--- config.mk ---
export PLATFORM = sky130hd
export DESIGN_NAME = core_top
export DESIGN_NICKNAME = d
export VERILOG_FILES = /design/src/design/rv_isa_pkg.sv /design/src/design/core_pipe_pkg.sv /design/src/design/core_top.sv /design/src/design/result_stage.sv /design/src/design/execute_stage.sv /design/src/design/decode_stage.sv /design/src/design/reg_file.sv
export VERILOG_INCLUDE_DIRS = /design/src /design/src/design
export SDC_FILE = /design/constraint.sdc
export NUM_CORES = 2
export LEC_CHECK = 0
export BUFFER_PORTS_ARGS = -buffer_cell sky130_fd_sc_hd__buf_2
export CAP_MARGIN = 10
export CORE_MARGIN = 4
export CORE_UTILIZATION = 50
export DETAILED_ROUTE_END_ITERATION = 6
export PLACE_DENSITY = 0.66
export SKIP_CTS_REPAIR_TIMING = 1
export SLEW_MARGIN = 40
export SYNTH_ARGS = -nofsm -noshare
export SYNTH_HDL_FRONTEND = slang
export SYNTH_SLANG_ARGS = --single-unit
--- constraint.sdc ---
create_clock -name clk -period 14.05 [get_ports clk]
set_clock_uncertainty 0.05 [all_clocks]
set_input_delay 2.81 -clock clk [delete_from_list [all_inputs] [get_ports clk]]
set_output_delay 2.81 -clock clk [all_outputs]
set_load 0.005 [all_outputs]
--- src/design/core_defines.svh ---
`ifndef CORE_DEFINES_SVH
`define CORE_DEFINES_SVH

// Data and address width
`define XLEN 32

// Architectural registers, x0 included
`define REG_COUNT 32

// First fetch address after reset
`define RESET_PC 32'h0000_0000

`endif
--- src/design/rv_isa_pkg.sv ---
`default_nettype none

package rv_isa_pkg;

    // Major opcodes kept by this core
    typedef enum logic [6:0] {
        OPC_OP     = 7'b0110011,
        OPC_OP_IMM = 7'b0010011,
        OPC_LUI    = 7'b0110111,
        OPC_STORE  = 7'b0100011
    } opcode_t;

    typedef enum logic [2:0] {
        F3_ADD_SUB = 3'b000,
        F3_SLL     = 3'b001,
        F3_SLT     = 3'b010,
        F3_SLTU    = 3'b011,
        F3_XOR     = 3'b100,
        F3_SRL_SRA = 3'b101,
        F3_OR      = 3'b110,
        F3_AND     = 3'b111
    } funct3_t;

    // Store width code for a full word
    localparam logic [2:0] F3_SW = 3'b010;

    localparam logic [6:0] F7_BASE = 7'b0000000;
    localparam logic [6:0] F7_ALT  = 7'b0100000;

    typedef enum logic [3:0] {
        ALU_ADD, ALU_SUB, ALU_SLL, ALU_SLT, ALU_SLTU, ALU_XOR,
        ALU_SRL, ALU_SRA, ALU_OR, ALU_AND,
        // LUI passes the immediate through
        ALU_PASS_B
    } alu_op_t;

endpackage

`default_nettype wire

--- src/design/core_pipe_pkg.sv ---
`default_nettype none

`include "core_defines.svh"

package core_pipe_pkg;

    typedef logic [$clog2(`REG_COUNT)-1:0] reg_idx_t;

    // Decode to execute
    typedef struct packed {
        logic                 valid;
        rv_isa_pkg::alu_op_t  alu_op;
        reg_idx_t             rs1;
        reg_idx_t             rs2;
        reg_idx_t             rd;
        logic                 use_imm;
        logic [`XLEN-1:0]     imm;
        logic                 reg_write;
        logic                 store;
        logic [`XLEN-1:0]     rs1_value;
        logic [`XLEN-1:0]     rs2_value;
    } decoded_op_t;

    // Execute to result, result doubles as store address
    typedef struct packed {
        logic             valid;
        reg_idx_t         rd;
        logic             reg_write;
        logic             store;
        logic [`XLEN-1:0] result;
        logic [`XLEN-1:0] store_data;
    } exec_result_t;

    typedef struct packed {
        logic             enable;
        reg_idx_t         rd;
        logic [`XLEN-1:0] data;
    } reg_write_t;

endpackage

`default_nettype wire

--- src/design/core_top.sv ---
`timescale 1ns/1ps
`default_nettype none

`include "core_defines.svh"

module core_top
    import core_pipe_pkg::*;
(
    input  wire logic             clk,
    input  wire logic             i_reset,

    // Instruction bus
    output logic [`XLEN-1:0]      o_imem_addr,
    input  wire logic [`XLEN-1:0] i_imem_data,
    input  wire logic             i_imem_ack_n,

    // Data bus, stores only
    output logic [`XLEN-1:0]      o_dmem_addr,
    output logic [`XLEN-1:0]      o_dmem_wdata,
    output logic                  o_dmem_we
);

    reg_idx_t         rs1;
    reg_idx_t         rs2;
    logic [`XLEN-1:0] rs1_value;
    logic [`XLEN-1:0] rs2_value;
    decoded_op_t      decoded;
    exec_result_t     result;
    reg_write_t       write;

    decode_stage decode_stage_inst (
        .clk          (clk),
        .i_reset      (i_reset),
        .i_imem_data  (i_imem_data),
        .i_imem_ack_n (i_imem_ack_n),
        .o_imem_addr  (o_imem_addr),
        .o_rs1        (rs1),
        .o_rs2        (rs2),
        .i_rs1_value  (rs1_value),
        .i_rs2_value  (rs2_value),
        .o_decoded    (decoded)
    );

    execute_stage execute_stage_inst (
        .clk       (clk),
        .i_reset   (i_reset),
        .i_decoded (decoded),
        .o_result  (result)
    );

    result_stage result_stage_inst (
        .i_result     (result),
        .o_write      (write),
        .o_dmem_addr  (o_dmem_addr),
        .o_dmem_wdata (o_dmem_wdata),
        .o_dmem_we    (o_dmem_we)
    );

    reg_file reg_file_inst (
        .clk         (clk),
        .i_reset     (i_reset),
        .i_rs1       (rs1),
        .i_rs2       (rs2),
        .i_write     (write),
        .o_rs1_value (rs1_value),
        .o_rs2_value (rs2_value)
    );

endmodule

`default_nettype wire

--- src/design/result_stage.sv ---
`timescale 1ns/1ps
`default_nettype none

`include "core_defines.svh"

module result_stage
    import core_pipe_pkg::*;
(
    input  wire exec_result_t i_result,
    output reg_write_t        o_write,
    output logic [`XLEN-1:0]  o_dmem_addr,
    output logic [`XLEN-1:0]  o_dmem_wdata,
    output logic              o_dmem_we
);

    logic store_fire;

    assign store_fire = i_result.valid && i_result.store;

    always_comb begin
        o_write.enable = i_result.valid && i_result.reg_write;
        o_write.rd     = i_result.rd;
        o_write.data   = i_result.result;
    end

    // Bus idles at zero between stores
    assign o_dmem_we    = store_fire;
    assign o_dmem_addr  = store_fire ? i_result.result : '0;
    assign o_dmem_wdata = store_fire ? i_result.store_data : '0;

    // Store and write-back come from exclusive decode paths
    always_comb begin
        a_store_xor_write: assert (!(o_dmem_we && o_write.enable))
            else $error("store strobe and register write active together");
    end

endmodule

`default_nettype wire

--- src/design/execute_stage.sv ---
`timescale 1ns/1ps
`default_nettype none

`include "core_defines.svh"

module execute_stage
    import rv_isa_pkg::*;
    import core_pipe_pkg::*;
(
    input  wire logic        clk,
    input  wire logic        i_reset,
    input  wire decoded_op_t i_decoded,
    output exec_result_t     o_result
);

    logic             fwd_ok;
    logic [`XLEN-1:0] op_a;
    logic [`XLEN-1:0] rs2_fwd;
    logic [`XLEN-1:0] op_b;
    logic [4:0]       shamt;
    logic [`XLEN-1:0] alu_out;
    exec_result_t     res;

    // Previous instruction still sits in our own output register
    assign fwd_ok = o_result.valid && o_result.reg_write && o_result.rd != '0;

    always_comb begin
        op_a = i_decoded.rs1_value;
        if (fwd_ok && o_result.rd == i_decoded.rs1) begin
            op_a = o_result.result;
        end
        rs2_fwd = i_decoded.rs2_value;
        if (fwd_ok && o_result.rd == i_decoded.rs2) begin
            rs2_fwd = o_result.result;
        end
        op_b = i_decoded.use_imm ? i_decoded.imm : rs2_fwd;
    end

    assign shamt = op_b[4:0];

    always_comb begin
        case (i_decoded.alu_op)
            ALU_ADD:    alu_out = op_a + op_b;
            ALU_SUB:    alu_out = op_a - op_b;
            ALU_SLL:    alu_out = op_a << shamt;
            ALU_SLT:    alu_out = `XLEN'($signed(op_a) < $signed(op_b));
            ALU_SLTU:   alu_out = `XLEN'(op_a < op_b);
            ALU_XOR:    alu_out = op_a ^ op_b;
            ALU_SRL:    alu_out = op_a >> shamt;
            ALU_SRA:    alu_out = $unsigned($signed(op_a) >>> shamt);
            ALU_OR:     alu_out = op_a | op_b;
            ALU_AND:    alu_out = op_a & op_b;
            ALU_PASS_B: alu_out = op_b;
            default:    alu_out = '0;
        endcase
    end

    always_comb begin
        res.valid      = i_decoded.valid;
        res.rd         = i_decoded.rd;
        res.reg_write  = i_decoded.reg_write;
        res.store      = i_decoded.store;
        res.result     = alu_out;
        res.store_data = rs2_fwd;
    end

    always_ff @(posedge clk) begin
        o_result <= res;
        if (i_reset) begin
            o_result.valid <= 1'b0;
        end
    end

    a_no_x0_write: assert property (@(posedge clk) disable iff (i_reset)
        (o_result.valid && o_result.reg_write) |-> o_result.rd != '0);

endmodule

`default_nettype wire

--- src/design/decode_stage.sv ---
`timescale 1ns/1ps
`default_nettype none

`include "core_defines.svh"

module decode_stage
    import rv_isa_pkg::*;
    import core_pipe_pkg::*;
(
    input  wire logic             clk,
    input  wire logic             i_reset,
    input  wire logic [`XLEN-1:0] i_imem_data,
    input  wire logic             i_imem_ack_n,
    output logic [`XLEN-1:0]      o_imem_addr,
    output reg_idx_t              o_rs1,
    output reg_idx_t              o_rs2,
    input  wire logic [`XLEN-1:0] i_rs1_value,
    input  wire logic [`XLEN-1:0] i_rs2_value,
    output decoded_op_t           o_decoded
);

    logic             accept;
    logic [`XLEN-1:0] pc_q;
    opcode_t          opcode;
    funct3_t          funct3;
    logic [6:0]       funct7;
    logic [`XLEN-1:0] imm_i;
    logic [`XLEN-1:0] imm_s;
    logic [`XLEN-1:0] imm_u;
    decoded_op_t      dec;

    function automatic alu_op_t base_alu_op(input funct3_t f3);
        case (f3)
            F3_SLL:     return ALU_SLL;
            F3_SLT:     return ALU_SLT;
            F3_SLTU:    return ALU_SLTU;
            F3_XOR:     return ALU_XOR;
            F3_SRL_SRA: return ALU_SRL;
            F3_OR:      return ALU_OR;
            F3_AND:     return ALU_AND;
            default:    return ALU_ADD;
        endcase
    endfunction

    assign accept      = !i_imem_ack_n;
    assign o_imem_addr = pc_q;
    assign o_rs1       = i_imem_data[19:15];
    assign o_rs2       = i_imem_data[24:20];
    assign opcode      = opcode_t'(i_imem_data[6:0]);
    assign funct3      = funct3_t'(i_imem_data[14:12]);
    assign funct7      = i_imem_data[31:25];

    assign imm_i = {{(`XLEN-12){i_imem_data[31]}}, i_imem_data[31:20]};
    assign imm_s = {{(`XLEN-12){i_imem_data[31]}}, i_imem_data[31:25], i_imem_data[11:7]};
    assign imm_u = {i_imem_data[31:12], 12'b0};

    always_ff @(posedge clk) begin
        if (i_reset) begin
            pc_q <= `RESET_PC;
        end else if (accept) begin
            pc_q <= pc_q + `XLEN'(4);
        end
    end

    always_comb begin
        dec           = '0;
        dec.rs1       = o_rs1;
        dec.rs2       = o_rs2;
        dec.rd        = i_imem_data[11:7];
        dec.rs1_value = i_rs1_value;
        dec.rs2_value = i_rs2_value;
        case (opcode)
            OPC_LUI: begin
                dec.valid     = 1'b1;
                dec.alu_op    = ALU_PASS_B;
                dec.use_imm   = 1'b1;
                dec.imm       = imm_u;
                dec.reg_write = 1'b1;
            end
            OPC_OP_IMM: begin
                dec.use_imm   = 1'b1;
                dec.imm       = imm_i;
                dec.reg_write = 1'b1;
                dec.alu_op    = base_alu_op(funct3);
                dec.valid     = 1'b1;
                // Shift immediates carry funct7 in the upper bits
                if (funct3 == F3_SLL) begin
                    dec.valid = (funct7 == F7_BASE);
                end else if (funct3 == F3_SRL_SRA) begin
                    dec.valid = (funct7 == F7_BASE) || (funct7 == F7_ALT);
                    if (funct7 == F7_ALT) begin
                        dec.alu_op = ALU_SRA;
                    end
                end
            end
            OPC_OP: begin
                dec.reg_write = 1'b1;
                dec.alu_op    = base_alu_op(funct3);
                if (funct7 == F7_BASE) begin
                    dec.valid = 1'b1;
                end else if (funct7 == F7_ALT) begin
                    dec.valid  = (funct3 == F3_ADD_SUB) || (funct3 == F3_SRL_SRA);
                    dec.alu_op = (funct3 == F3_ADD_SUB) ? ALU_SUB : ALU_SRA;
                end
            end
            OPC_STORE: begin
                dec.valid   = (funct3 == F3_SW);
                dec.alu_op  = ALU_ADD;
                dec.use_imm = 1'b1;
                dec.imm     = imm_s;
                dec.store   = 1'b1;
            end
            default: begin
                dec.valid = 1'b0;
            end
        endcase
        // x0 is never a real destination
        if (dec.rd == '0) begin
            dec.reg_write = 1'b0;
        end
        // Bubble while the memory holds off
        if (!accept) begin
            dec.valid = 1'b0;
        end
    end

    always_ff @(posedge clk) begin
        o_decoded <= dec;
        if (i_reset) begin
            o_decoded.valid <= 1'b0;
        end
    end

    a_pc_aligned: assert property (@(posedge clk) disable iff (i_reset)
        pc_q[1:0] == 2'b00);

endmodule

`default_nettype wire

--- src/design/reg_file.sv ---
`timescale 1ns/1ps
`default_nettype none

`include "core_defines.svh"

module reg_file
    import core_pipe_pkg::*;
(
    input  wire logic             clk,
    input  wire logic             i_reset,
    input  wire reg_idx_t         i_rs1,
    input  wire reg_idx_t         i_rs2,
    input  wire reg_write_t       i_write,
    output logic [`XLEN-1:0]      o_rs1_value,
    output logic [`XLEN-1:0]      o_rs2_value
);

    logic [`XLEN-1:0] regs [`REG_COUNT];

    // Same-cycle write is visible to the reader
    function automatic logic [`XLEN-1:0] read_port(input reg_idx_t idx);
        if (idx == '0) begin
            return '0;
        end
        if (i_write.enable && i_write.rd == idx) begin
            return i_write.data;
        end
        return regs[idx];
    endfunction

    always_ff @(posedge clk) begin
        if (i_reset) begin
            for (int i = 0; i < `REG_COUNT; i++) begin
                regs[i] <= '0;
            end
        end else if (i_write.enable && i_write.rd != '0) begin
            regs[i_write.rd] <= i_write.data;
        end
    end

    always_comb begin
        o_rs1_value = read_port(i_rs1);
        o_rs2_value = read_port(i_rs2);
    end

    a_x0_stays_zero: assert property (@(posedge clk) disable iff (i_reset)
        (i_write.enable && i_write.rd == '0) |->
            (i_rs1 != '0 || o_rs1_value == '0) && (i_rs2 != '0 || o_rs2_value == '0));

endmodule

`default_nettype wire

==> results.py <==
metrics = {
    "power_and_ir_drop": {
        "p_int_mw": 7.078,
        "power_frac_comb": 0.217,
        "power.density_nw_per_um2": 133.3,
        "clkPwrFrac": 0.354,
        "totalPowerFinal_mw": 10.52,
        "p_seq_frac": 0.429,
        "leakagePower_nw": 29.60,
        "vdd_drop_max_v": 0.0001570,
        "swShare": 0.3271,
        "netSwitchingPower_mw": 3.441,
    },
    "yosys": {
        "synthArstFlopShare": 0,
        "yosys-top-cells-area": "edfxtp_1, mux4_2, and2_1",
        "postSynthAreaPerCell_um2": 13.09,
        "ys.flop_type": "edfxtp_1",
        "synth.distinct_cells": 90,
        "yosysWarnings": 0,
        "synth_common_cells": "edfxtp_1, and2_1, mux4_2, clkbuf_1, nor2_1",
        "syn_area_um2": 71300,
        "yosysSeqAreaShare": 0.4933,
        "yosysTopAreaCellShare": 0.4313,
        "ys_seq_elements": 1245,
        "syn-instance-count": 5445,
        "synth_top_cell_by_area": "edfxtp_1",
        "synth_most_common_cell": "edfxtp_1",
        "synth-edff-count": 1024,
    },
    "detailed_routing": {
        "vias_per_cell": 6.918,
        "wire_per_inst_um": 36.59,
        "drt-pass1-iter-count": 6,
        "wl_um": 269900,
        "ant_nets": 0,
        "drc": 0,
        "drt_iter0_markers": 8211,
        "via_count": 51035,
    },
    "worst_setup_path": {
        "cp_cell_sequence": "nand2_1, nor4_2, nand2_2, o311ai_4, buf_4, inv_2, ha_1, fa_1, nor2b_1, o2111ai_1, a31oi_1, nand3_1, a21boi_0, nor3_1, o21ai_0, a221oi_1, o21ai_0, nand4_1",
        "cpMostUsedCell": "o21ai_0",
        "start_kind": "flip-flop",
        "critPathTopFamily": "compound AO/OA/AOI/OAI gates",
        "cp.buffers_inverters": 2,
        "endpoint_kind": "flip-flop",
        "critPathSlowestCell": "dfxtp_4",
        "worstPathArrival_ns": 7.93,
        "critPathMaxFanout": 67,
        "crit_type": "flip-flop to flip-flop",
        "slowest_delay_ns": 0.71,
        "critPathRequiredTime_ns": 14.63,
    },
    "die": {
        "die_w_um": 385.6,
        "io_pins": 132,
        "die_area_um2": 148700,
        "die_h_um": 385.6,
        "placementRows": 138,
        "start_util": 0.5036,
        "core_region_area_um2": 141600,
    },
    "cts": {
        "cts-root-buf": "clkbuf_16",
        "clk_pin_slew_worst_paths_ns": 0.06,
        "htree_num_levels": 4,
        "clk_path_buf_depth": 3,
        "clk_latency_ns": 0.79,
        "cts_buffers": 137,
        "cts_tree": "done",
        "clock_sinks": 1245,
    },
    "global_route": {
        "grt_pass1_vias": 48893,
        "antenna_found_initial": 25,
        "track_usage": 0.3614,
        "overflow": 0,
        "grt_max_degree": 84,
        "grt_pass1_wl_um": 377500,
    },
    "sta": {
        "period_share": 0.5233,
        "final_max_slew_viol_count": 0,
        "rsz0062_at_grt": "false",
        "fin_tns_setup_ns": 0,
        "max_freq_mhz": 136.0,
        "finalHoldViolations": 0,
        "period_needed_ns": 7.353,
        "finalSetupViolCount": 0,
        "maxSlewHeadroom": 0.3464,
        "tightest_slew_ns": 0.9702,
        "finalWorstSetupSlack_ns": 6.697,
    },
    "finish": {
        "fin_area_um2": 78920,
        "fillers": 11464,
        "multi_input_area_um2": 34090,
        "drive_above_1_share": 0.2418,
        "nets": 5507,
        "synthToLayoutAreaGrowth_pct": 10.69,
        "final-seq-area_um2": 35210,
        "final_core_util": 0.5574,
    },
    "outcome": {
        "status": "completed",
    },
    "placed_design": {
        "place.gp.congestion": 1.022,
        "dpl_cell_area_um2": 74180,
        "portBuffers": 129,
        "dp_hpwl_um": 172500,
        "pre_cts_slack_ns": 6.772,
    },
    "worst_hold_path": {
        "hp-class": "flip-flop to flip-flop",
    },
    "flow_run": {
        "drv_cap": 0,
    },
}
per-stage QoR:
stage	hold WS (ns)	cells
after floorplan	0.2596	5478
after global placement	0.2629	7098
after detailed placement	0.2628	7111
after CTS	0.2757	7367
after global routing	0.2803	7375
final	0.2755	7377
state kept, by name (all words and copies together), names as in the netlist:
register / count
decode_stage_inst.o_imem_addr: 30
decode_stage_inst.o_decoded: 119
execute_stage_inst.o_result: 72
reg_file_inst.regs: 1024
area by class of cell:
cell class,count,area share
flip-flops and latches,1245,0.4462
inverters,98,0.004693
clock buffers,194,0.04884
multi-input cells,3590,0.4320
well taps,1890,0.02996
repair buffers,294,0.02881
diodes,4,0.0001268
clock inverters,62,0.009433
cell usage in the layout (no fill, tap or decap), drive strengths merged, types with 104 or more instances in the layout:
cell	n
nand2	238
edfxtp	1024
nor2	283
dfxtp	221
clkbuf	194
and2	999
mux2i	194
buf	294
a21oi	134
inv	106
mux4	640
o21ai	107
ha	104
power groups by stage:
| stage | Combinational (mW) | Clock, mW | Sequential (mW) |
|---|---|---|---|
| finish | 2.28 | 3.73 | 4.51 |
| global route | 2.36 | 3.91 | 4.52 |
| CTS | 2.19 | 3.75 | 4.50 |
| detailed placement | 2.19 | 0 | 4.57 |
| global placement | 2.17 | 0 | 4.57 |
| floorplan | 1.49 | 0 | 4.30 |
per-layer routing:
| metal | track usage | vias to the layer above | part of all wire |
|---|---|---|---|
| met4 | 0.1558 | 10 | 0.051 |
| met3 | 0.1122 | 729 | 0.14 |
| met2 | 0.5262 | 3972 | 0.44 |
| met1 | 0.5031 | 25883 | 0.38 |
| li1 | - | 20441 | - |
| met5 | 0 | - | 0.00027 |
kinds of logic after synthesis:
| group | share of synthesized area |
|---|---|
| adder cells (fa/ha/maj) | 0.01881 |
| flip-flops | 0.4933 |
| other | 0.00005259 |
| XOR/XNOR | 0.007247 |
| AO/OA/AOI/OAI | 0.06349 |
| buffers and inverters | 0.03562 |
| multiplexers | 0.2389 |
| AND/OR/NAND/NOR | 0.1425 |
path summary, 6_finish.rpt:
| check | from | to | slack [ns] | depth (start not counted) |
|---|---|---|---|---|
| min | decode_stage_inst.o_decoded[100] | execute_stage_inst.o_result[67] | 0.28 | 0 |
| max reg2reg | execute_stage_inst.o_result[71] | execute_stage_inst.o_result[32] | 6.70 | 18 |
| max | execute_stage_inst.o_result[71] | execute_stage_inst.o_result[32] | 6.70 | 18 |
| min reg2reg | decode_stage_inst.o_decoded[100] | execute_stage_inst.o_result[67] | 0.28 | 0 |
Note: power is estimated with default switching activity, not from simulation.
